===== src/rtl/bus_pkg.sv =====
package bus_pkg;

	// --------------------
	// bus widths
	// --------------------
	localparam int TID_W  = 8;
	localparam int DATA_W = 128;
	localparam int SEL_W  = DATA_W / 8;
	localparam int ADDR_W = 32;

	// --------------------
	// request from the cpu
	// --------------------
	// one request per strobe cycle, no burst
	typedef struct packed {
		logic              stb;
		logic              we;
		logic [SEL_W-1:0]  sel;
		logic [TID_W-1:0]  tid;
		logic [ADDR_W-1:0] padr;
		logic [DATA_W-1:0] data;
	} fab_req_t;

	// --------------------
	// response to the cpu
	// --------------------
	// ack for one cycle per request
	// tid copied back so answers may return out of order
	typedef struct packed {
		logic              ack;
		logic              err;
		logic [TID_W-1:0]  tid;
		logic [DATA_W-1:0] dat;
	} fab_resp_t;

endpackage


===== src/rtl/led_port.sv =====
`timescale 1ns/100ps

module led_port (
	input  logic                node_clk,
	input  logic                rst,
	input  bus_pkg::fab_req_t   req_i,
	output bus_pkg::fab_resp_t  resp_o,
	output logic [7:0]          led_o
);
	import bus_pkg::*;

	// byte 0 only, other lanes ignored
	always_ff @(posedge node_clk or posedge rst) begin
		if (rst)
			led_o <= '0;
		else if (req_i.stb && req_i.we && req_i.sel[0])
			led_o <= req_i.data[7:0];
	end

	// read returns the value before any write of this cycle
	always_ff @(posedge node_clk or posedge rst) begin
		if (rst) begin
			resp_o <= '0;
		end else begin
			resp_o.ack <= req_i.stb;
			resp_o.err <= 1'b0;
			resp_o.tid <= req_i.tid;
			resp_o.dat <= req_i.we ? '0 : DATA_W'(led_o);
		end
	end

endmodule


===== config.mk =====
export PLATFORM = sky130hd
export DESIGN_NAME = led_port
export DESIGN_NICKNAME = d
export VERILOG_FILES = /design/src/rtl/bus_pkg.sv /design/src/rtl/led_port.sv
export SDC_FILE = /design/constraint.sdc
export NUM_CORES = 1
export LEC_CHECK = 0
export ABC_AREA = 1
export BUFFER_PORTS_ARGS = -buffer_cell sky130_fd_sc_hd__buf_2
export CAP_MARGIN = 30
export CELL_PAD_IN_SITES_DETAIL_PLACEMENT = 1
export CELL_PAD_IN_SITES_GLOBAL_PLACEMENT = 1
export CORE_AREA = 2 2 130 132
export DETAILED_ROUTE_END_ITERATION = 10
export DIE_AREA = 0 0 132 134
export PLACE_DENSITY = 0.73
export SLEW_MARGIN = 5
export SYNTH_ARGS = -nofsm -noshare
export SYNTH_HDL_FRONTEND = slang
export SYNTH_SLANG_ARGS = --single-unit

===== constraint.sdc =====
create_clock -name node_clk -period 1.9 [get_ports node_clk]
set_clock_uncertainty 0.15 [all_clocks]
set_input_delay 0.475 -clock node_clk [delete_from_list [all_inputs] [get_ports node_clk]]
set_output_delay 0.475 -clock node_clk [all_outputs]
set_load 0.005 [all_outputs]

# Yosys cells after proc, flatten, opt, wreduce, memory -nomap -nowiden
# Cells that the tools add are included.
# Widths: inputs -> output; s select.
classes:
  mux: 1
  reduce_logical: 2
ops:
  columns: ["cell", "n"]
  rows:
  - ["$mux 8", 1]
  - ["$logic_and 1x1->1", 2]
word_totals:
  ff_bits: 25
  inputBits: 188
  output_inout_bits: 146
  word_cells: 7

# Longest topological paths before layout
# Gate-level depths: netlist of the first run.
depth:
  word_depth: 2
  ltp_mapped: 4
  depth_no_buf: 3

# Least setup slack after synthesis of the first run
# Ideal clock, no wire load.
synth_timing:
  kind: "input-to-reg"
  from: "in req_i[184] (netlist bit)"
  to: "reg led_o[0]"
  setup_ns: 0.118
  arrival_ns: 0.816
  t_required_ns: 1.632
  slack_ns: 0.816
  stages: 4
  n_path_buf: 2
  path_cell_list: "buf_6 buf_12 nand4_1 nand2_1"
synth_via:
  elab_chain_cells: 2
synth_lines:
  columns: ["element", "line_no", "text"]
  rows:
  - ["start, declared", "led_port.sv:6", "input bus_pkg::fab_req_t req_i,"]
  - ["$logic_and 1x1->1 (2 in a row)", "led_port.sv:16", "else if (req_i.stb && req_i.we && req_i.sel[0])"]
  - ["end signal, assigned", "led_port.sv:17", "led_o <= req_i.data[7:0];"]
  - ["end, declared", "led_port.sv:8", "output logic [7:0] led_o"]
# No other way between the ends.
# A chain may end at the register's enable or synchronous reset.

# Final worst setup path of the first run
layout_timing:
  from: "reg led_o[7]"
  to: "out led_o[7]"
# No word-level cell between the ends.

==> results.toml, run 1 <==
[synthesis]
synth.most_common_cell = "buf_4"
synth_area_mm2 = 0.001787
synth_cell_types = 11
ys_top_cells_by_area = "buf_4 (51%), dfrtp_1 (35%), nand2_1 (3.4%), nand4_1 (2.8%), inv_1 (1.9%)"
yosys.area.top_type = "buf_4"
syn_avg_cell_area_um2 = 9.258
ys_seq_elements = 25
synthArstFlopShare_pct = 100.0
synth.top_cells.by_count = "buf_4 (121), dfrtp_1 (25), nand2_1 (16), inv_1 (9)"
synth-seq-area-share_pct = 35.01
synthFlopType = "dfrtp_1"
synth.top_cell.area_share_pct = 50.84
ys_warn_count = 0
syn_inst = 193
synth_edf_count = 0

[drt]
firstDrtPassIters = 4
ant_nets = 0
drc = 0
post_drt_wl_per_cell_um = 7.538
first_iter_violations = 19
vias = 992
routed_wl_um = 3475
avgViaCountPerCell = 2.152

[worst_setup_path]
path_cells = "buf_2"
cp.required_ns = 1.27
crit_slowest_cell = "dfrtp_1"
r2r_start = "led_o[7]"
slowest_delay_ns = 0.42
endpoint_kind = "output port"
worstPathArrival_ns = 0.83
rr_worst_depth = 2
path_buf_inv = 1
crit_type = "reg -> out"
cp-startpoint = "led_o[7]"
critPathLaunchType = "flip-flop"
cp_max_fo = 3
worst-path-stages = 1
critical-path-top-delay-family = "flip-flops"

[global_routing]
grt.total_usage_pct = 3.614
grt_use_met1_pct = 4.154
grt_pass1_vias = 937
grtUsageMet3_pct = 1.663
overflow = 0
grt_pass1_wl_um = 4947
grt_max_degree = 26
top_usage_layer = "met2"
use_met2_pct = 6.105
antenna_found_initial = 2

[die]
row_count = 47
die_area_mm2 = 0.01769
ios = 334
core_area_mm2 = 0.01629
die_h_um = 134
start_util_pct = 10.97
die_x_um = 132

[placed_design]
gp_congestion = 0.7154
dp_cells = 455
io_buffers = 45
dp_hpwl_um = 3027

[clock_tree]
postCtsSetupRepairBufs = 0
cts_tree = "built"
htreeDepth = 1
clock_latency_ns = 0.26
clk_path_buf_depth = 2
path_clk_slew_ns = 0.07
cts_hold_buf = 0
cts_resized = 0
root_buffer = "clkbuf_16"
cts_buffers = 3
clock-sinks = 25

[sta]
slew_viol_final = 0
timing.setup.tns_ns = 0
clock.fmax_mhz = 688.5
setup_viol = 0
period_share_pct = 76.45
fin_crit_ns = 1.453
rsz0062_at_grt = "no"
hold_viol_final = 0

[run_status]
status = "complete, no violations"

[cells_and_area]
fin_cells = 461
syn_to_final_growth_pct = 4.902
drive_gt1_share_pct = 21.76
nets = 428

[power_and_ir_drop]
p_leak_uw = 0.001060
vdd_ir_drop_max_v = 0.0002873
power_density_mw_per_mm2 = 695.0

[min_path]
hp-class = "in -> async"

[job]
drv_cap = 0
-- sequential cells by signal, indices dropped and copies added, names as in the netlist --
| signal | count |
|---|---|
| led_o | 8 |
| resp_o | 17 |
-- per-stage QoR --
| step | area, um^2 | power, uW | utilization, % | setup slack [ns] | hold WS [ns] |
|---|---|---|---|---|---|
| final | 1874 | 1303 | 11.51 | 0.4475 | 0.1146 |
| after global routing | 1869 | 1393 | 11.48 | 0.4116 | 0.1554 |
| after CTS | 1869 | 1324 | 11.48 | 0.4316 | 0.1273 |
| after detailed placement | 1787 | 846.5 | 10.97 | 0.6075 | 0.3494 |
| after global placement | 1787 | 841.6 | 10.97 | 0.6101 | 0.3484 |
| after floorplan | 2237 | 928.2 | - | 0.7826 | 0.3436 |
-- layout by cell type, fill, tap and decap left out --
master      Yosys  final
dfrtp_1        25     25
buf_2           0     45
clkbuf_16       0      3
nand2_1        16     16
conb_1          1    121
nand3_4         1      1
diode_2         0      2
inv_1           9      9
nand4_1         8      8
buf_4         121      2
nor2_1          8      8
clkinvlp_4      0      1
-- per-layer routing --
metal | wire [um] | up-vias | share of wire, %
met3 | 553 | 2 | 16
li1 | - | 436 | -
met5 | 0 | - | 0
met2 | 1628 | 120 | 47
met4 | 13 | 0 | 0.37
met1 | 1280 | 434 | 37
-- final cells by class --
class	count	area [um^2]
repair buffers	47	240.2
multi-input cells	154	611.8
well taps	220	275.3
clock buffers	3	75.07
clock inverters	1	7.507
fillers	1989	14420
flip-flops and latches	25	625.6
diodes	2	5.005
inverters	9	33.78
-- final timing paths --
| check | slack (ns) | endpoint |
|---|---|---|
| max in group asynchronous | 1.23 | resp_o[5] |
| max | 0.45 | led_o[7] |
| min reg2reg | 0.36 | led_o[6] |
| max reg2reg | 1.09 | led_o[7] |
| min in group node_clk | 0.17 | resp_o[128] |
| min | 0.11 | resp_o[128] |
-- where the power goes --
group / internal [uW] / switching, uW / leakage [uW]
sequential: 585 / 30.2 / 0.000311
clock: 285 / 182 / 0.0000371
combinational: 72.4 / 147 / 0.000712
-- logic make-up after synthesis --
| family | synth area share [%] |
|---|---|
| other cells | 0.2099 |
| simple gates | 8.824 |
| flops | 35.01 |
| buf+inv | 55.95 |
Power figures use the tool's default switching activity.
==> run 2: changes to the inputs <==
--- a/config.mk
+++ b/config.mk
@@ -5,15 +5,15 @@
 export SDC_FILE = /design/constraint.sdc
 export NUM_CORES = 1
 export LEC_CHECK = 0
-export ABC_AREA = 1
+export ABC_AREA = 0
 export BUFFER_PORTS_ARGS = -buffer_cell sky130_fd_sc_hd__buf_2
 export CAP_MARGIN = 30
 export CELL_PAD_IN_SITES_DETAIL_PLACEMENT = 1
 export CELL_PAD_IN_SITES_GLOBAL_PLACEMENT = 1
-export CORE_AREA = 2 2 130 132
+export CORE_AREA = 2 2 129 131
 export DETAILED_ROUTE_END_ITERATION = 10
-export DIE_AREA = 0 0 132 134
-export PLACE_DENSITY = 0.73
+export DIE_AREA = 0 0 131 133
+export PLACE_DENSITY = 0.76
 export SLEW_MARGIN = 5
 export SYNTH_ARGS = -nofsm -noshare
 export SYNTH_HDL_FRONTEND = slang
==> constraint.sdc (replaced) <==
create_clock -name node_clk -period 1.2 [get_ports node_clk]
set_clock_uncertainty 0.15 [all_clocks]
set_input_delay 0.3 -clock node_clk [delete_from_list [all_inputs] [get_ports node_clk]]
set_output_delay 0.3 -clock node_clk [all_outputs]
set_load 0.005 [all_outputs]
==> run 2 against run 1 <==
Effect of this change:
- the run now ends with setup timing left
- critical path depth unchanged
- register-to-register slack worse by 1.1 ns
- clock power up 60%
- highest routed layer unchanged
- routed wire length up 11%
- via count down 4.8%
- synthesized cell count down 15%
- non-clock buffer count up 16
- global-route usage up 0.58 points
- hold slack worse by 0.10 ns
- sequential power up 61%
- combinational power up 140%
- largest cell class is now multi-input combinational cells
==> results.toml, run 2 <==
[drt]
post_drt_wl_per_cell_um = 8.522
vias = 944
ant_nets = 0
firstDrtPassIters = 2
drc = 0
first_iter_violations = 1
avgViaCountPerCell = 2.088
routed_wl_um = 3852

[clock_tree]
clock-sinks = 25
cts_tree = "built"
htreeDepth = 1
path_clk_slew_ns = 0.06
clock_latency_ns = 0.26
cts_buffers = 3
clk_path_buf_depth = 2
root_buffer = "clkbuf_16"

[worst_setup_path]
crit_slowest_cell = "dfrtp_1"
critPathLaunchType = "flip-flop"
worstPathArrival_ns = 0.80
slowest_delay_ns = 0.39
critical-path-top-delay-family = "flip-flops"
path_buf_inv = 1
cp_max_fo = 2
cp.required_ns = 0.75
crit_type = "reg -> out"
endpoint_kind = "output port"
path_cells = "buf_2"

[global_routing]
grt_pass1_wl_um = 5161
grt_pass1_vias = 888
grt_max_degree = 26
overflow = 0
grt.total_usage_pct = 4.192
antenna_found_initial = 1

[die]
die_x_um = 131
start_util_pct = 10.63
row_count = 47
die_area_mm2 = 0.01742
ios = 334
die_h_um = 133
core_area_mm2 = 0.01617

[synthesis]
synth-seq-area-share_pct = 36.39
synth.top_cell.area_share_pct = 52.84
synth_edf_count = 0
ys_seq_elements = 25
synthArstFlopShare_pct = 100.0
synth_cell_types = 7
synth.top_cells.by_count = "buf_4 (121), dfrtp_1 (25), and2b_2 (8), mux2_2 (8)"
synthFlopType = "dfrtp_1"
ys_warn_count = 0
syn_inst = 165
synth_area_mm2 = 0.001719
synth.most_common_cell = "buf_4"
yosys.area.top_type = "buf_4"
ys_top_cells_by_area = "buf_4 (53%), dfrtp_1 (36%), mux2_2 (5.2%), and2b_2 (4.1%), nand3_4 (1.0%)"
syn_avg_cell_area_um2 = 10.42

[cells_and_area]
drive_gt1_share_pct = 32.90
multi_input_area_um2 = 631.9
fin_util_pct = 12.87
num-fill-cells = 1950
syn_to_final_growth_pct = 21.03
regArea_um2 = 625.6
postLayoutCellArea_mm2 = 0.002081
reg_top3 = "resp_o (17), led_o (8)"
final_common_cell = "conb_1"
final_cell_mix = "conb_1 (121), buf_2 (34), dfrtp_1 (25), buf_6 (11), buf_4 (9)"
regMostFlops = "resp_o"
fin_cells = 452
largest_reg_flops = 17
nets = 420

[run_status]
violations = "setup timing"
status = "finished, violations left"

[sta]
slew_viol_final = 0
hold_viol_final = 0
setup_viol = 14
period_share_pct = 103.8
rsz0062_at_grt = "yes"
fin_crit_ns = 1.246
clock.fmax_mhz = 802.6
layout_setup_ws_ns = -0.04601

[min_path]
hp-class = "in -> reg"

[power_and_ir_drop]
power_uw = 2269
p_leak_uw = 0.001111
power_density_mw_per_mm2 = 1091
vdd_ir_drop_max_v = 0.0003952

[placed_design]
io_buffers = 45
gp_congestion = 0.6104
dp_hpwl_um = 3379
placed_area_mm2 = 0.001789
dp_cells = 431

[job]
drv_cap = 0
-- run 2: cell types whose count changed after synthesis --
cell | before | now
mux2_2 | 0 | 8
buf_6 | 2 | 0
inv_1 | 9 | 1
nand4_1 | 8 | 0
buf_8 | 1 | 0
nor2_1 | 8 | 0
and2b_2 | 0 | 8
nand2_1 | 16 | 0
buf_12 | 1 | 0
-- run 2: timing repair --
| item | in CTS | in global routing |
|---|---|---|
| endpoints found under the setup margin | 23 | 25 |
| hold buffers | 8 | 0 |
| endpoints found under the hold margin | 32 | 0 |
| gates resized for setup | 4 | 7 |
| setup buffers | 7 | 1 |
-- run 2: path summary, 6_finish.rpt --
kind | startpoint | end | slack, ns | cells after the start
worst max-delay path | led_o[4] | led_o[4] | -0.05 | 1
worst min-delay path | req_i[161] | resp_o[129] | 0.01 | 1
worst max register to register | led_o[7] | led_o[7] | 0.04 | 3
worst min register to register | led_o[1] | resp_o[1] | 0.38 | 1
max in group asynchronous | rst | led_o[0] | 0.28 | 4
min in group asynchronous | rst | led_o[7] | 0.47 | 4
-- run 2: report_power, final --
group	internal, uW	total [uW]	switching, uW
registers	941	989	47.4
clock network	449	748	298
logic	272	533	260
total	1660	2270	606
-- run 2: through the flow --
step	hold WS, ns	setup slack (ns)	TNS [ns]
6_report	0.01134	-0.04601	-0.3043
5_1_grt	0.009179	-0.07157	-0.9158
4_1_cts	0.001578	-0.04472	-0.4542
3_5_place_dp	0.1940	-0.02601	-0.07500
3_3_place_gp	0.1897	-0.006171	-0.03831
2_1_floorplan	0.1773	0.1906	0
-- run 2: cell type report --
class	instances	area share, %
diodes	1	0.1203
clock buffers	3	3.608
clock inverters	1	0.2405
inverters	1	0.1804
multi-input cells	138	30.37
flip-flops and latches	25	30.07
well taps	220	13.23
repair buffers	63	22.19
-- run 2: cell families (layout without fill, tap and decap cells) --
logic type | count (synthesis) | count (layout) | share of synthesized area (%)
flip-flops | 25 | 25 | 36.39
buffers and inverters | 122 | 68 | 53.06
AND/OR/NAND/NOR | 9 | 9 | 5.095
other | 1 | 122 | 0.2181
multiplexers | 8 | 8 | 5.240
-- run 2: layer usage --
| metal | global-route usage [%] | share of wire [%] |
|---|---|---|
| met1 | 4.179 | 35 |
| met2 | 7.542 | 50 |
| met3 | 1.011 | 12 |
| met5 | 0 | 0 |
| met4 | 2.837 | 2.6 |
==> run 3: changes to the inputs <==
--- a/config.mk
+++ b/config.mk
@@ -6,14 +6,15 @@
 export NUM_CORES = 1
 export LEC_CHECK = 0
 export ABC_AREA = 0
-export BUFFER_PORTS_ARGS = -buffer_cell sky130_fd_sc_hd__buf_2
 export CAP_MARGIN = 30
 export CELL_PAD_IN_SITES_DETAIL_PLACEMENT = 1
 export CELL_PAD_IN_SITES_GLOBAL_PLACEMENT = 1
-export CORE_AREA = 2 2 129 131
+export CORE_AREA = 2 2 130 132
 export DETAILED_ROUTE_END_ITERATION = 10
-export DIE_AREA = 0 0 131 133
-export PLACE_DENSITY = 0.76
+export DIE_AREA = 0 0 132 134
+export DONT_BUFFER_PORTS = 1
+export PLACE_DENSITY = 0.43
+export RECOVER_POWER = 100
 export SLEW_MARGIN = 5
 export SYNTH_ARGS = -nofsm -noshare
 export SYNTH_HDL_FRONTEND = slang
==> run 3 against run 2 <==
Effect of this change:
- the flow now finishes without violations
- setup slack gained 0.13 ns
- cell area fell by 17%
- fmax rose by 12%
- sequential power about the same
- highest routed layer is now met3
- power decreased by 13%
- clock power decreased by 4.7%
- combinational power shrank 57%
- global-route usage fell by 1.9 points
- hold slack improved by 0.032 ns
- via count down 21%
- largest power group unchanged
==> results.toml, run 3 (same netlist as run 2, synthesis figures left out) <==
[job]
drv_cap = 0

[min_path]
hp-class = "in -> reg"
hold_start = "req_i[1]"
hold_path_depth = 1
holdPathEnd = "led_o[1]"

[run_status]
status = "complete, no violations"

[power_and_ir_drop]
power_uw = 1966
vdd_ir_drop_max_v = 0.0004092
power_switching_uw = 484.4
p_leak_uw = 0.0008618
seqPwrFrac_pct = 52.0
power_density_mw_per_mm2 = 1139
combPwrFrac_pct = 11.7
swShare_pct = 24.64
p_int_uw = 1482
clockPowerShare_pct = 36.3

[cells_and_area]
fin_util_pct = 10.60
nets = 368
num-fill-cells = 1988
largest_reg_flops = 17
syn_to_final_growth_pct = 0.4369
final_common_cell = "conb_1"
drive_gt1_share_pct = 12.29
reg_top3 = "resp_o (17), led_o (8)"
regMostFlops = "resp_o"
final_cell_mix = "conb_1 (121), dfrtp_1 (25), dlygate4sd3_1 (10), mux2_2 (8), and2b_2 (8)"
diodes = 0

[clock_tree]
cts_tree = "built"
cts_hold_buf = 10
cts_buffers = 3
path_clk_slew_ns = 0.06
clk_path_buf_depth = 2
postCtsSetupRepairBufs = 0
htreeDepth = 1
clock_latency_ns = 0.25
clock-sinks = 25
root_buffer = "clkbuf_16"
cts_resized = 0

[global_routing]
grt_max_degree = 26
grt.total_usage_pct = 2.256
grt_pass1_vias = 676
grt_pass1_wl_um = 3298
antenna_found_initial = 0
overflow = 0

[worst_setup_path]
rr_endpoint = "led_o[5]"
cp_max_fo = 3
reg2reg_slack_ns = 0.25
crit_type = "reg -> out"
endpoint_kind = "output port"
cp.required_ns = 0.75
rr_worst_depth = 1
r2r_start = "led_o[5]"
critPathLaunchType = "flip-flop"
worstPathArrival_ns = 0.66
cp-startpoint = "led_o[2]"

[sta]
timing.setup.tns_ns = 0
fin_crit_ns = 1.114
holdWs_ns = 0.04343
hold_viol_final = 0
setup_viol = 0
clock.fmax_mhz = 898.0
period_share_pct = 92.80
slew_viol_final = 0
rsz0062_at_grt = "no"

[placed_design]
gp_congestion = 0.6479
io_buffers = 0
dp_hpwl_um = 2080

[die]
die_h_um = 134
die_x_um = 132
ios = 334
row_count = 47
core_area_mm2 = 0.01629
die_area_mm2 = 0.01769
start_util_pct = 10.55

[drt]
avgViaCountPerCell = 1.862
post_drt_wl_per_cell_um = 6.193
first_iter_violations = 2
vias = 743
drc = 0
routed_wl_um = 2471
ant_nets = 0
firstDrtPassIters = 2
## run 3: cell types whose count changed in the layout (fill, tap and decap cells not counted), sizes merged
| cell | previous run | this run |
|---|---|---|
| clkinvlp | 0 | 1 |
| clkbuf | 3 | 4 |
| clkinv | 1 | 0 |
| buf | 55 | 0 |
| dlygate4sd3 | 8 | 10 |
| diode | 1 | 0 |
## run 3: per-stage QoR
step	setup WS [ns]	cell area (um^2)	cells
after global routing	0.05617	1727	399
after global placement	0.1163	1544	385
after CTS	0.06870	1727	399
final	0.08637	1727	399
after detailed placement	0.1091	1544	385
after floorplan	0.1906	2170	285
## run 3: worst max path at each step
| stage | cells after the start | to |
|---|---|---|
| after floorplan | 2 | led_o[0] |
| after global placement | 2 | led_o[5] |
| final | 0 | led_o[2] |
| after global routing | 0 | led_o[0] |
| after CTS | 0 | led_o[0] |
| after detailed placement | 2 | led_o[6] |
## run 3: power groups by stage
stage,Combinational (uW),Sequential (uW),Clock (uW)
detailed placement,192,1040,0
global placement,189,1040,0
finish,230,1020,713
floorplan,461,1010,0
CTS,220,1030,750
global route,266,1030,788
## run 3: area by class of cell
| cell class | instances | area (um^2) | area share, % |
|---|---|---|---|
| multi-input cells | 138 | 631.9 | 36.59 |
| flip-flops and latches | 25 | 625.6 | 36.23 |
| well taps | 220 | 275.3 | 15.94 |
| repair buffers | 11 | 107.6 | 6.232 |
| clock buffers | 3 | 75.07 | 4.348 |
| clock inverters | 1 | 7.507 | 0.4348 |
| inverters | 1 | 3.754 | 0.2174 |
## run 3: metal layers
layer	track usage [%]	vias to the layer above	wire length (um)
li1	-	289	-
met1	2.582	322	860
met2	3.906	132	1126
met3	0.9448	0	484
met4	0.5435	0	0
met5	0	-	0
