**src/rtl/bus_pkg.sv**
```systemverilog
package bus_pkg;

	// --------------------
	// bus widths
	// --------------------
	localparam int TID_W  = 8;
	localparam int DATA_W = 128;
	localparam int SEL_W  = DATA_W / 8;
	localparam int ADDR_W = 32;

	// --------------------
	// request from the cpu
	// --------------------
	// one request per strobe cycle, no burst
	typedef struct packed {
		logic              stb;
		logic              we;
		logic [SEL_W-1:0]  sel;
		logic [TID_W-1:0]  tid;
		logic [ADDR_W-1:0] padr;
		logic [DATA_W-1:0] data;
	} fab_req_t;

	// --------------------
	// response to the cpu
	// --------------------
	// ack for one cycle per request
	// tid copied back so answers may return out of order
	typedef struct packed {
		logic              ack;
		logic              err;
		logic [TID_W-1:0]  tid;
		logic [DATA_W-1:0] dat;
	} fab_resp_t;

endpackage

```
**src/rtl/soc_map_pkg.sv**
```systemverilog
package soc_map_pkg;

	// --------------------
	// address views
	// --------------------
	// io space, 4k devices of 256 bytes in one 1M region
	typedef struct packed {
		logic [11:0] region;
		logic [11:0] device;
		logic [7:0]  offset;
	} io_addr_t;

	// memory space, 16M banks
	typedef struct packed {
		logic [7:0]  bank;
		logic [23:0] index;
	} mem_addr_t;

	typedef union packed {
		io_addr_t  io;
		mem_addr_t mem;
	} phys_addr_u;

	// --------------------
	// address map
	// --------------------
	localparam logic [11:0] IO_REGION  = 12'hFD0;
	localparam logic [11:0] LED_DEV    = 12'hFFF;
	localparam logic [11:0] RSTCTL_DEV = 12'hFFC;
	localparam logic [7:0]  SCR_BANK   = 8'hFF;

	// scratchpad, 16-byte words, aliases across its bank
	localparam int SCR_DEPTH = 256;
	localparam int SCR_AW    = $clog2(SCR_DEPTH);
	localparam int SCR_LSB   = 4;

	// reset control
	localparam int          RST_PULSE   = 64;
	localparam int          RST_CNT_W   = $clog2(RST_PULSE + 1);
	localparam logic [2:0]  CLKEN_RESET = 3'b110;

	// periodic tick
	localparam int TICK_PERIOD = 1000;
	localparam int TICK_CNT_W  = $clog2(TICK_PERIOD);
	localparam int TICK_ON     = 150;
	localparam int TICK_OFF    = 200;

	// answer to an unmapped access
	localparam logic [bus_pkg::DATA_W-1:0] ERR_DATA = '1;

endpackage

```
**src/rtl/reset_ctrl.sv**
```systemverilog
`timescale 1ns/100ps

module reset_ctrl (
	input  logic                node_clk,
	input  logic                rst,
	input  bus_pkg::fab_req_t   req_i,
	output bus_pkg::fab_resp_t  resp_o,
	output logic [15:0]         periph_rst_o,
	output logic [2:0]          clken_o
);
	import bus_pkg::*;
	import soc_map_pkg::*;

	logic [15:0]          mask_q;
	logic [RST_CNT_W-1:0] cnt_q;
	logic                 wr_mask;
	logic                 wr_clken;
	logic [DATA_W-1:0]    rd_dat;

	// lanes 1:0 hit the mask, lanes 3:2 the clock enables
	assign wr_mask  = req_i.stb & req_i.we & (|req_i.sel[1:0]);
	assign wr_clken = req_i.stb & req_i.we & (|req_i.sel[3:2]);

	// --------------------
	// pulse counter
	// --------------------
	// parks at RST_PULSE, restarts on every mask write
	always_ff @(posedge node_clk or posedge rst) begin
		if (rst) begin
			mask_q  <= '0;
			cnt_q   <= RST_CNT_W'(RST_PULSE);
			clken_o <= CLKEN_RESET;
		end else begin
			if (wr_mask) begin
				mask_q <= req_i.data[15:0];
				cnt_q  <= '0;
			end else if (cnt_q != RST_CNT_W'(RST_PULSE)) begin
				cnt_q <= cnt_q + 1'b1;
			end
			if (wr_clken)
				clken_o <= req_i.data[18:16];
		end
	end

	// mask visible only while the pulse runs
	assign periph_rst_o = (cnt_q < RST_CNT_W'(RST_PULSE)) ? mask_q : '0;

	// readback, clock enables in bits 18:16
	always_comb begin
		rd_dat        = '0;
		rd_dat[18:16] = clken_o;
	end

	always_ff @(posedge node_clk or posedge rst) begin
		if (rst) begin
			resp_o <= '0;
		end else begin
			resp_o.ack <= req_i.stb;
			resp_o.err <= 1'b0;
			resp_o.tid <= req_i.tid;
			resp_o.dat <= req_i.we ? '0 : rd_dat;
		end
	end

	a_cnt_range: assert property (
		@(posedge node_clk) disable iff (rst)
		cnt_q <= RST_CNT_W'(RST_PULSE)
	);

endmodule

```
**config.mk**
```make
export PLATFORM = sky130hd
export DESIGN_NAME = reset_ctrl
export DESIGN_NICKNAME = d
export VERILOG_FILES = /design/src/rtl/bus_pkg.sv /design/src/rtl/soc_map_pkg.sv /design/src/rtl/reset_ctrl.sv
export SDC_FILE = /design/constraint.sdc
export NUM_CORES = 1
export LEC_CHECK = 0
export CAP_MARGIN = 20
export CORE_AREA = 5 5 130 132
export DETAILED_ROUTE_END_ITERATION = 10
export DIE_AREA = 0 0 135 137
export DONT_BUFFER_PORTS = 1
export PLACE_DENSITY_LB_ADDON = 0.3
export RECOVER_POWER = 100
export SLEW_MARGIN = 20
export SYNTH_ARGS = -nofsm -noshare
export SYNTH_HDL_FRONTEND = slang
export SYNTH_SLANG_ARGS = --single-unit
```
**constraint.sdc**
```tcl
create_clock -name node_clk -period 1.6 [get_ports node_clk]
set_input_delay 0.16 -clock node_clk [delete_from_list [all_inputs] [get_ports node_clk]]
set_output_delay 0.16 -clock node_clk [all_outputs]
set_load 0.05 [all_outputs]
```
After elaboration in Yosys (flattened, before gate mapping)
Index checks and enable logic that the tools add are counted.
{"block": "word_totals", "reg_bits": 54, "inputBits": 188, "elab_cells": 19}
{"block": "op_classes", "add_sub_neg": 1, "n_lt_le_gt_ge": 1, "eq_ne": 1, "muxes": 4, "bitwise": 3, "reduce_logical": 3}
{"operator": "19-bit 2-to-1 mux", "count": 1}
{"operator": "16-bit 2-to-1 mux", "count": 1}
{"operator": "7-bit 2-to-1 mux", "count": 2}
{"operator": "7-bit by 1-bit adder with 7-bit output, second input constant", "count": 1}
{"operator": "7-bit less-than comparator, second input constant", "count": 1}
{"operator": "7-bit inequality test, second input constant", "count": 1}
{"operator": "2-bit OR reduction", "count": 2}
{"operator": "1-bit AND", "count": 3}
{"operator": "2-bit nonzero test", "count": 1}

Depth between registers and ports, before layout
Gate-level depths: netlist (run 1).
{"block": "depth", "word_depth": 3, "depth_mapped": 5}

Worst setup path before layout (run 1)
Ideal clock, no wire load.
{"block": "synth_path", "path_kind": "flip-flop to output port", "from": "register cnt_q[6]", "to": "output port periph_rst_o[10]", "arrival_time_ns": 1.283, "t_required_ns": 1.440, "path_slack_ns": 0.157, "stages_incl_launch_ff": 3, "path_cell_list": "dfstp_2 -> clkbuf_1 -> nor2b_1"}
{"block": "synth_between", "elab_chain_len": 2}
{"item": "from (decl)", "line_no": "reset_ctrl.sv:15", "source": "logic [RST_CNT_W-1:0] cnt_q;"}
{"item": "from (signal assigned)", "line_no": "reset_ctrl.sv:31", "source": "cnt_q <= RST_CNT_W'(RST_PULSE);"}
{"item": "from (signal assigned)", "line_no": "reset_ctrl.sv:38", "source": "cnt_q <= cnt_q + 1'b1;"}
{"item": "7-bit less-than comparator", "line_no": "reset_ctrl.sv:46", "source": "assign periph_rst_o = (cnt_q < RST_CNT_W'(RST_PULSE)) ? mask_q : '0;"}
{"item": "16-bit 2-to-1 mux", "line_no": "reset_ctrl.sv:46"}
{"item": "to (decl)", "line_no": "reset_ctrl.sv:8", "source": "output logic [15:0] periph_rst_o,"}
No other way between the ends.

Worst setup path in the final report (run 1)
{"block": "layout_path", "from": "register cnt_q[6]", "to": "output port periph_rst_o[2]"}
The elaborated chain is that of the path after synthesis.

==> metrics, run 1 <==
status=finished, final reports clean; full die area=18500 sq um; CTS Buf Count=5; Pins Over Slew Limit=0; Crit Reg-Reg Startpoint=cnt_q[0]; prevailing post-synth register cell=dfrtp_1; crit path DAT=1340 ps; Root Driver=clkbuf_16; Synth warnings=0; All-Layer GR Usage=0.0558; Initial Util=0.160; cell count after synthesis=273; H-tree levels=2; first-pass GRT wire length=7610 microns; Die Wd=135 microns; share of cells above drive strength 1=0.111; final setup vio count=0; DR WL met2=2600 microns; GR Overflow Total=0; Leak=1.44 nW; r2r endpoint=cnt_q[6]; Largest stage delay, worst path=620 ps; Die Y=137 microns; Async S/R FF share, synth=1.00; Hold Crit Class=in2reg; initial antenna violation count=1; worst slew pin tran=993 ps; TritonCTS clock tree=built; clk sinks=38; Synth Cell Area=2500 sq um; HP Start=req_i[4]; area delta synth->final=12.4%; Port Buf Inserts=0; Final Skew=7.38 ps; ranking of synthesized cells by area=buf_4, dfrtp_1, nand2_1, nor2b_1, dfstp_2; pwr dens=1320 nW/um^2; Final Net Count=512; max-cap viol count=0; Routed wire per std cell=10.6 microns; vias in the first global route=1439; distinct cell type count after synthesis=32; boundary pin count=345; Post-Route M1 WL=2120 microns; combinational share of power=0.361; RSZ-0062 raised after global routing=false; clk slew on worst S/H paths=60 ps; WL met3=915 microns; Iter 0 DRT Violations=8; TNS Setup=0 ps; syn_area_per_cell=9.16 sq um; Sw Pwr=1.74 mW; VDD IR max=343 uV; largest net degree at the start of global routing=39; FMAX=668 MHz; Worst Hold Margin=12.6 ps; Worst Setup End Kind=output pin; largest area contributor in the netlist=buf_4; CP Launch Type=register; worst path required time=1440 ps; Placeable Area=15600 sq um; reg-to-reg slack, setup=300 ps; hold endpoint=mask_q[4]; post-CTS sizing=0; Post-Layout Inst Area=2810 sq um; number of synthesized register bits=38; switching share of total power=0.469; clk buf depth=2; WL final=5720 microns; hold path cells=2; sequential fraction of the synthesis area=0.382; Final min period=1500 ps; R2R depth=4; Final period util=0.936; final hold violation count=0; number of flops mapped to enable cells by yosys=0; DPL Wire Length=4280 microns; Max FO, Critical Path=8; Rel. slew slack=0.338; Commonest cells post-synth=buf_4, nand2_1, dfrtp_1; top-count cell post-synth=buf_4; row cnt=46; latest clock arrival within the worst-skew pair=290 ps; Clock power frac=0.278; Seq pwr share=0.362; top layer in use=met4; Worst setup startpoint=cnt_q[6]; Worst path slowest cell=dfstp_2; Routability Congestion=0.599; Final ANT Viol Nets=0; via/cell ratio=2.78; Placed Instance Area=2420 sq um; top cell type's share of synthesized area=0.378; via count=1503; CP Class=reg2out; CP cell instances=buf_4 > nor2b_1 > clkbuf_4; 1st-pass router iterations=3; Power Internal=1.97 mW; drt drc=0
power groups by stage:
stage	clock network, mW	registers (mW)	logic (mW)
after floorplan	0	1.33	1.38
after global placement	0	1.36	1.30
after detailed placement	0	1.37	1.31
after CTS	1.11	1.35	1.36
after global routing	1.15	1.36	1.42
final	1.03	1.34	1.34
kinds of logic (layout without fill, tap and decap cells):
family                   Yosys count  count (layout)  share of synthesized area
AO/OA/AOI/OAI                     11              11                     0.0330
XOR/XNOR                           3               3                     0.0105
adder cells (fa/ha/maj)            2               2                     0.0100
buffers and inverters            133              58                      0.393
flip-flops                        38              38                      0.382
multiplexers                       3               3                     0.0135
other                              1             127                    0.00150
AND/OR/NAND/NOR                   82              82                      0.157
layer usage:
| layer | up-vias | global-route usage |
|---|---|---|
| li1 | 689 | - |
| met1 | 683 | 0.0629 |
| met2 | 127 | 0.0853 |
| met3 | 4 | 0.0313 |
| met4 | 0 | 0.0269 |
| met5 | - | 0 |
cell type report:
class / instances / area, sq um
clock buffer: 7 / 143
clock inverter: 1 / 5.00
multi-input combinational: 227 / 1020
sequential: 38 / 955
timing repair buffer: 47 / 402
tap: 216 / 270
antenna: 1 / 2.50
inverter: 3 / 11.3
fill: 1753 / 12800
state kept, by name, summed over array words and instances (netlist names):
register  count
clken_o       3
resp_o       12
mask_q       16
cnt_q         7
worst max-delay path by stage:
stage / end
global placement: cnt_q[1]
floorplan: periph_rst_o[10]
CTS: periph_rst_o[2]
global route: periph_rst_o[2]
finish: periph_rst_o[2]
detailed placement: cnt_q[1]
through the flow:
step	total power, mW	setup slack (ps)	std cells	util
3_5_place_dp	2.68	332	503	0.155
4_1_cts	3.83	24.4	537	0.182
2_1_floorplan	2.71	157	398	-
5_1_grt	3.94	34.5	540	0.180
3_3_place_gp	2.67	360	503	0.155
6_report	3.71	103	540	0.180
critical path, delay by kind of cell (launching register included):
kind	cells	cell delay, ps
DFF	1	620
buffers and inverters	2	370
and+or+nand+nor	1	50
cell usage in the layout, fill, tap and decap left out, drive strengths merged:
cell type / count
o211ai: 2
o21ai: 3
nand2: 51
o211a: 1
dfstp: 3
nor2b: 17
a21o: 1
dfrtp: 35
and2: 2
or3: 2
mux2: 3
clkbuf: 14
conb: 126
dlygate4sd3: 26
a21oi: 3
ha: 2
nor4: 1
buf: 14
inv: 2
clkinv: 2
diode: 1
nor2: 2
xnor2: 1
nand4: 1
a211oi: 1
nand3: 4
xor2: 2
and2b: 2
what timing repair did:
action / in CTS / in global routing
endpoints found under the hold margin: 62 / 0
endpoints found under the setup margin: 0 / 1
hold buffers: 26 / 0
buffers inserted: 0 / 2
(Power assumes the default switching activity.)
==> inputs of run 2 (changes only) <==
--- a/config.mk
+++ b/config.mk
@@ -12,6 +12,7 @@
 export DONT_BUFFER_PORTS = 1
 export PLACE_DENSITY_LB_ADDON = 0.3
 export RECOVER_POWER = 100
+export SETUP_SLACK_MARGIN = 0.4
 export SLEW_MARGIN = 20
 export SYNTH_ARGS = -nofsm -noshare
 export SYNTH_HDL_FRONTEND = slang
==> run 2 against run 1 <==
  * Sequential share of layout area fell by 1.1 points
  * Cell count grew 0.56%
  * Core utilization up 0.75 points
  * Via count rose by 2.4%
  * Clock power about the same
  * Sequential power about the same
  * Non-clock buffer count rose by 3
  * Clock skew is 0.71 ps lower
  * Fmax shrank 0.99%
  * Count of clock-buffer cells in the layout decreased by 1
  * Critical path type unchanged
  * Critical endpoint is now periph_rst_o[3]
  * Combinational power is 7% higher
==> metrics, run 2 (same netlist as run 1, synthesis figures left out) <==
Worst Setup End Kind=output pin; CP Class=reg2out; Final Skew=6.67 ps; final setup vio count=0; FMAX=661 MHz; Placeable Area=15600 sq um; initial antenna violation count=1; H-tree levels=2; row cnt=46; drt drc=0; Rel. slew slack=0.362; CP cell instances=buf_6 > nor2b_4 > buf_4; worst slew pin tran=957 ps; VDD IR max=333 uV; area delta synth->final=17.1%; largest net degree at the start of global routing=26; Top reg by flops=mask_q; CP Launch Type=register; worst path required time=1440 ps; WL final=5550 microns; full die area=18500 sq um; latest clock arrival within the worst-skew pair=290 ps; TritonCTS clock tree=built; GR Overflow Total=0; 1st-pass router iterations=4; Inst Count DP=504; TNS Setup=0 ps; Final ANT Viol Nets=0; clk buf depth=2; share of cells above drive strength 1=0.150; commonest non-fill, non-tap cell in the layout=conb_1; Final Net Count=515; Worst Hold Margin=28.9 ps; final hold violation count=0; Max FO, Critical Path=8; CTS Buf Count=5; All-Layer GR Usage=0.0547; clk sinks=38; Initial Util=0.160; Final period util=0.945; Pins Over Slew Limit=0; Leak=1.49 nW; Iter 0 DRT Violations=22; clk slew on worst S/H paths=60 ps; DPL Wire Length=4310 microns; first-pass GRT wire length=7550 microns; pwr dens=1300 nW/um^2; Routability Congestion=0.644; sum of buffers and inverters on the critical path=2; Largest stage delay, worst path=690 ps; Fillers=1736; Port Buf Inserts=0; vias in the first global route=1509; max-cap viol count=0; via count=1539; Routed wire per std cell=10.2 microns; max reg flops=16; Die Wd=135 microns; Largest regs=mask_q x16, resp_o x12, cnt_q x7; Final min period=1510 ps; Worst path slowest cell=dfstp_4; Non-Filler Instances=543; via/cell ratio=2.83; crit path DAT=1350 ps; Crit path max-delay family=flip-flops; Root Driver=clkbuf_16; RSZ-0062 raised after global routing=true; status=finished, final reports clean; most frequent cells in the layout=conb_1, nand2_1, dfrtp_1; boundary pin count=345; Hold Crit Class=in2reg; Tot Pwr=3.81 mW; Die Y=137 microns
## run 2: cell count changes in the layout (fill, tap and decap cells not counted), sizes merged
cell and change:
buf +5, clkinvlp +1, clkbuf -3, inv +1, clkinv -1
## run 2: cell type report
cell class / instances / area (sq um) / share of cell area
flip-flops and latches: 38 / 961 / 0.328
clock buffers: 6 / 139 / 0.0474
well taps: 216 / 270 / 0.0923
diodes: 1 / 2.50 / 0.000855
inverters: 3 / 11.3 / 0.00385
repair buffers: 50 / 448 / 0.153
multi-input cells: 227 / 1080 / 0.370
clock inverters: 2 / 12.5 / 0.00427
## run 2: repair_timing
item / in CTS / in global routing
hold endpoints to repair: 48 / 0
hold buffers: 26 / 0
resized for setup: 23 / 12
setup endpoints to repair: 20 / 21
pin swaps: 0 / 2
buffers inserted: 3 / 1
## run 2: metal layers
metal / routed length [microns] / vias to the layer above / global-route usage
li1: - / 701 / -
met1: 1930 / 708 / 0.0553
met2: 2670 / 124 / 0.0903
met3: 827 / 6 / 0.0290
met4: 124 / 0 / 0.0319
met5: 0 / - / 0
## run 2: power breakdown
| group | internal [mW] | switching, mW | total [mW] | leakage (nW) |
|---|---|---|---|---|
| clock | 0.618 | 0.415 | 1.03 | 0.0729 |
| sequential | 1.11 | 0.245 | 1.35 | 0.461 |
| combinational | 0.318 | 1.11 | 1.43 | 0.953 |
## run 2: path summary, 6_finish.rpt
path / startpoint / end / slack (ps) / depth (start not counted)
max: cnt_q[6] / periph_rst_o[3] / 90 / 3
min: req_i[16] / clken_o[0] / 30 / 1
max reg2reg: cnt_q[6] / cnt_q[0] / 280 / 3
min reg2reg: mask_q[10] / mask_q[10] / 470 / 2
max in group asynchronous: rst / cnt_q[6] / 290 / 3
min in group asynchronous: rst / resp_o[134] / 540 / 2
## run 2: metrics by stage
stage          utilization  instance area [sq um]  setup WS [ps]
2_1_floorplan            -                   2970            185
4_1_cts              0.191                   2980           63.9
5_1_grt              0.188                   2930           28.8
3_3_place_gp         0.156                   2430            309
6_report             0.188                   2930           87.6
3_5_place_dp         0.156                   2430            312
## run 2: worst register-to-register path, cell delays in order, from the launching register on
cell and delay [ps]:
dfstp_4 690, and2_0 280, a21o_1 150, a21oi_1 60
==> inputs of run 3 (changes only) <==
==> constraint.sdc (replaced) <==
create_clock -name node_clk -period 1.6 [get_ports node_clk]
set_input_delay 0.16 -clock node_clk [delete_from_list [all_inputs] [get_ports node_clk]]
set_output_delay 0.16 -clock node_clk [all_outputs]
set_load 0.02 [all_outputs]
==> run 3 against run 2 <==
  * First-iteration DRC count down 27%
  * Non-clock buffer count down 10
  * Clock power hardly changed
  * Clock skew down 2.2 ps
  * Routed wire length increased by 3.5%
  * Die area unchanged
  * Sequential share of layout area increased by 0.78 points
  * Count of clock-buffer cells in the layout up 1
  * Combinational power shrank 44%
  * Highest routed layer unchanged
==> metrics, run 3 (same netlist as run 1, synthesis figures left out) <==
Final min period=1460 ps; Crit Reg-Reg Startpoint=cnt_q[3]; GR Overflow Total=0; pwr dens=1080 nW/um^2; worst path required time=1440 ps; max-cap viol count=0; WL final=5740 microns; via/cell ratio=2.79; 1st-pass router iterations=4; Die Wd=135 microns; vias in the first global route=1413; R2R depth=3; commonest non-fill, non-tap cell in the layout=conb_1; CP Launch Type=register; worst slew pin tran=517 ps; drt drc=0; clk sinks=38; Final period util=0.915; Die Y=137 microns; Final Skew=4.50 ps; Leak=1.44 nW; Hold Crit Class=in2reg; max reg flops=16; r2r endpoint=cnt_q[1]; Routed wire per std cell=10.8 microns; Initial Util=0.160; Routability Congestion=0.622; Worst Setup End Kind=output pin; crit path DAT=1300 ps; full die area=18500 sq um; final setup vio count=0; TritonCTS clock tree=built; FMAX=683 MHz; Placeable Area=15600 sq um; VDD IR max=346 uV; most frequent cells in the layout=conb_1, nand2_1, dfrtp_1; final hold violation count=0; hold endpoint=mask_q[11]; CP Class=reg2out; Core Util, Final=0.183; clk slew on worst S/H paths=50 ps; share of cells above drive strength 1=0.127; Final Net Count=505; Largest regs=mask_q x16, resp_o x12, cnt_q x7; hold path cells=2; via count=1488; boundary pin count=345; largest net degree at the start of global routing=39; initial antenna violation count=0; Top reg by flops=mask_q; first-pass GRT wire length=7510 microns; row cnt=46; status=finished, final reports clean; TNS Setup=0 ps; RSZ-0062 raised after global routing=true; HP Start=req_i[11]; All-Layer GR Usage=0.0554; Max FO, Critical Path=10; DPL Wire Length=4280 microns; clk buf depth=2; reg-to-reg slack, setup=280 ps; Port Buf Inserts=0; Root Driver=clkbuf_16; Pins Over Slew Limit=0; Rel. slew slack=0.656; area delta synth->final=13.9%; H-tree levels=2; latest clock arrival within the worst-skew pair=280 ps; CTS Buf Count=5; Iter 0 DRT Violations=16; Final ANT Viol Nets=0
run 3: worst max-delay path by stage:
stage	startpoint	to	slack, ps
global placement	cnt_q[0]	cnt_q[6]	340
global route	cnt_q[6]	periph_rst_o[12]	90
floorplan	cnt_q[6]	periph_rst_o[11]	410
finish	cnt_q[6]	periph_rst_o[12]	140
detailed placement	cnt_q[3]	cnt_q[0]	340
CTS	cnt_q[6]	periph_rst_o[1]	160
run 3: cell type report:
cell class | count | area (sq um)
antenna | 1 | 2.50
clock buffer | 7 | 143
clock inverter | 1 | 5.00
fill | 1757 | 12700
inverter | 3 | 11.3
multi-input combinational | 227 | 1090
sequential | 38 | 957
tap | 216 | 270
timing repair buffer | 40 | 373
run 3: layer usage:
layer / up-vias / wire (microns) / global-route usage
li1: 677 / - / -
met1: 676 / 2170 / 0.0606
met2: 128 / 2830 / 0.0937
met3: 7 / 619 / 0.0213
met4: 0 / 118 / 0.0286
met5: - / 0 / 0
run 3: what timing repair did:
| item | in CTS | in global routing |
|---|---|---|
| resized for setup | 11 | 19 |
| buffers inserted | 5 | 4 |
| pin swaps | 2 | 7 |
| hold endpoints to repair | 61 | 0 |
| hold buffers | 25 | 0 |
| endpoints found under the setup margin | 19 | 22 |
run 3: worst max-delay path, cell delays in order, from the launching register on:
cell and delay, ps:
dfstp_1 620, buf_8 170, clkbuf_1 150, nor2b_4 70
run 3: power breakdown:
group          internal, mW  total, mW  switching [mW]
Combinational         0.239      0.802           0.563
Sequential             1.11       1.27           0.163
Clock                 0.618       1.01           0.388
Total                  1.97       3.08            1.11
run 3: stage by stage:
stage / worst slack, ps / cell area, sq um / instances / hold slack (ps) / power [mW]
floorplan: 407 / 2970 / 398 / 191 / 2.09
global placement: 344 / 2310 / 490 / 191 / 1.97
detailed placement: 341 / 2310 / 490 / 192 / 1.97
CTS: 155 / 2790 / 528 / 11.5 / 3.15
global route: 87.8 / 2850 / 532 / 15.9 / 3.29
finish: 137 / 2850 / 533 / 21.2 / 3.08
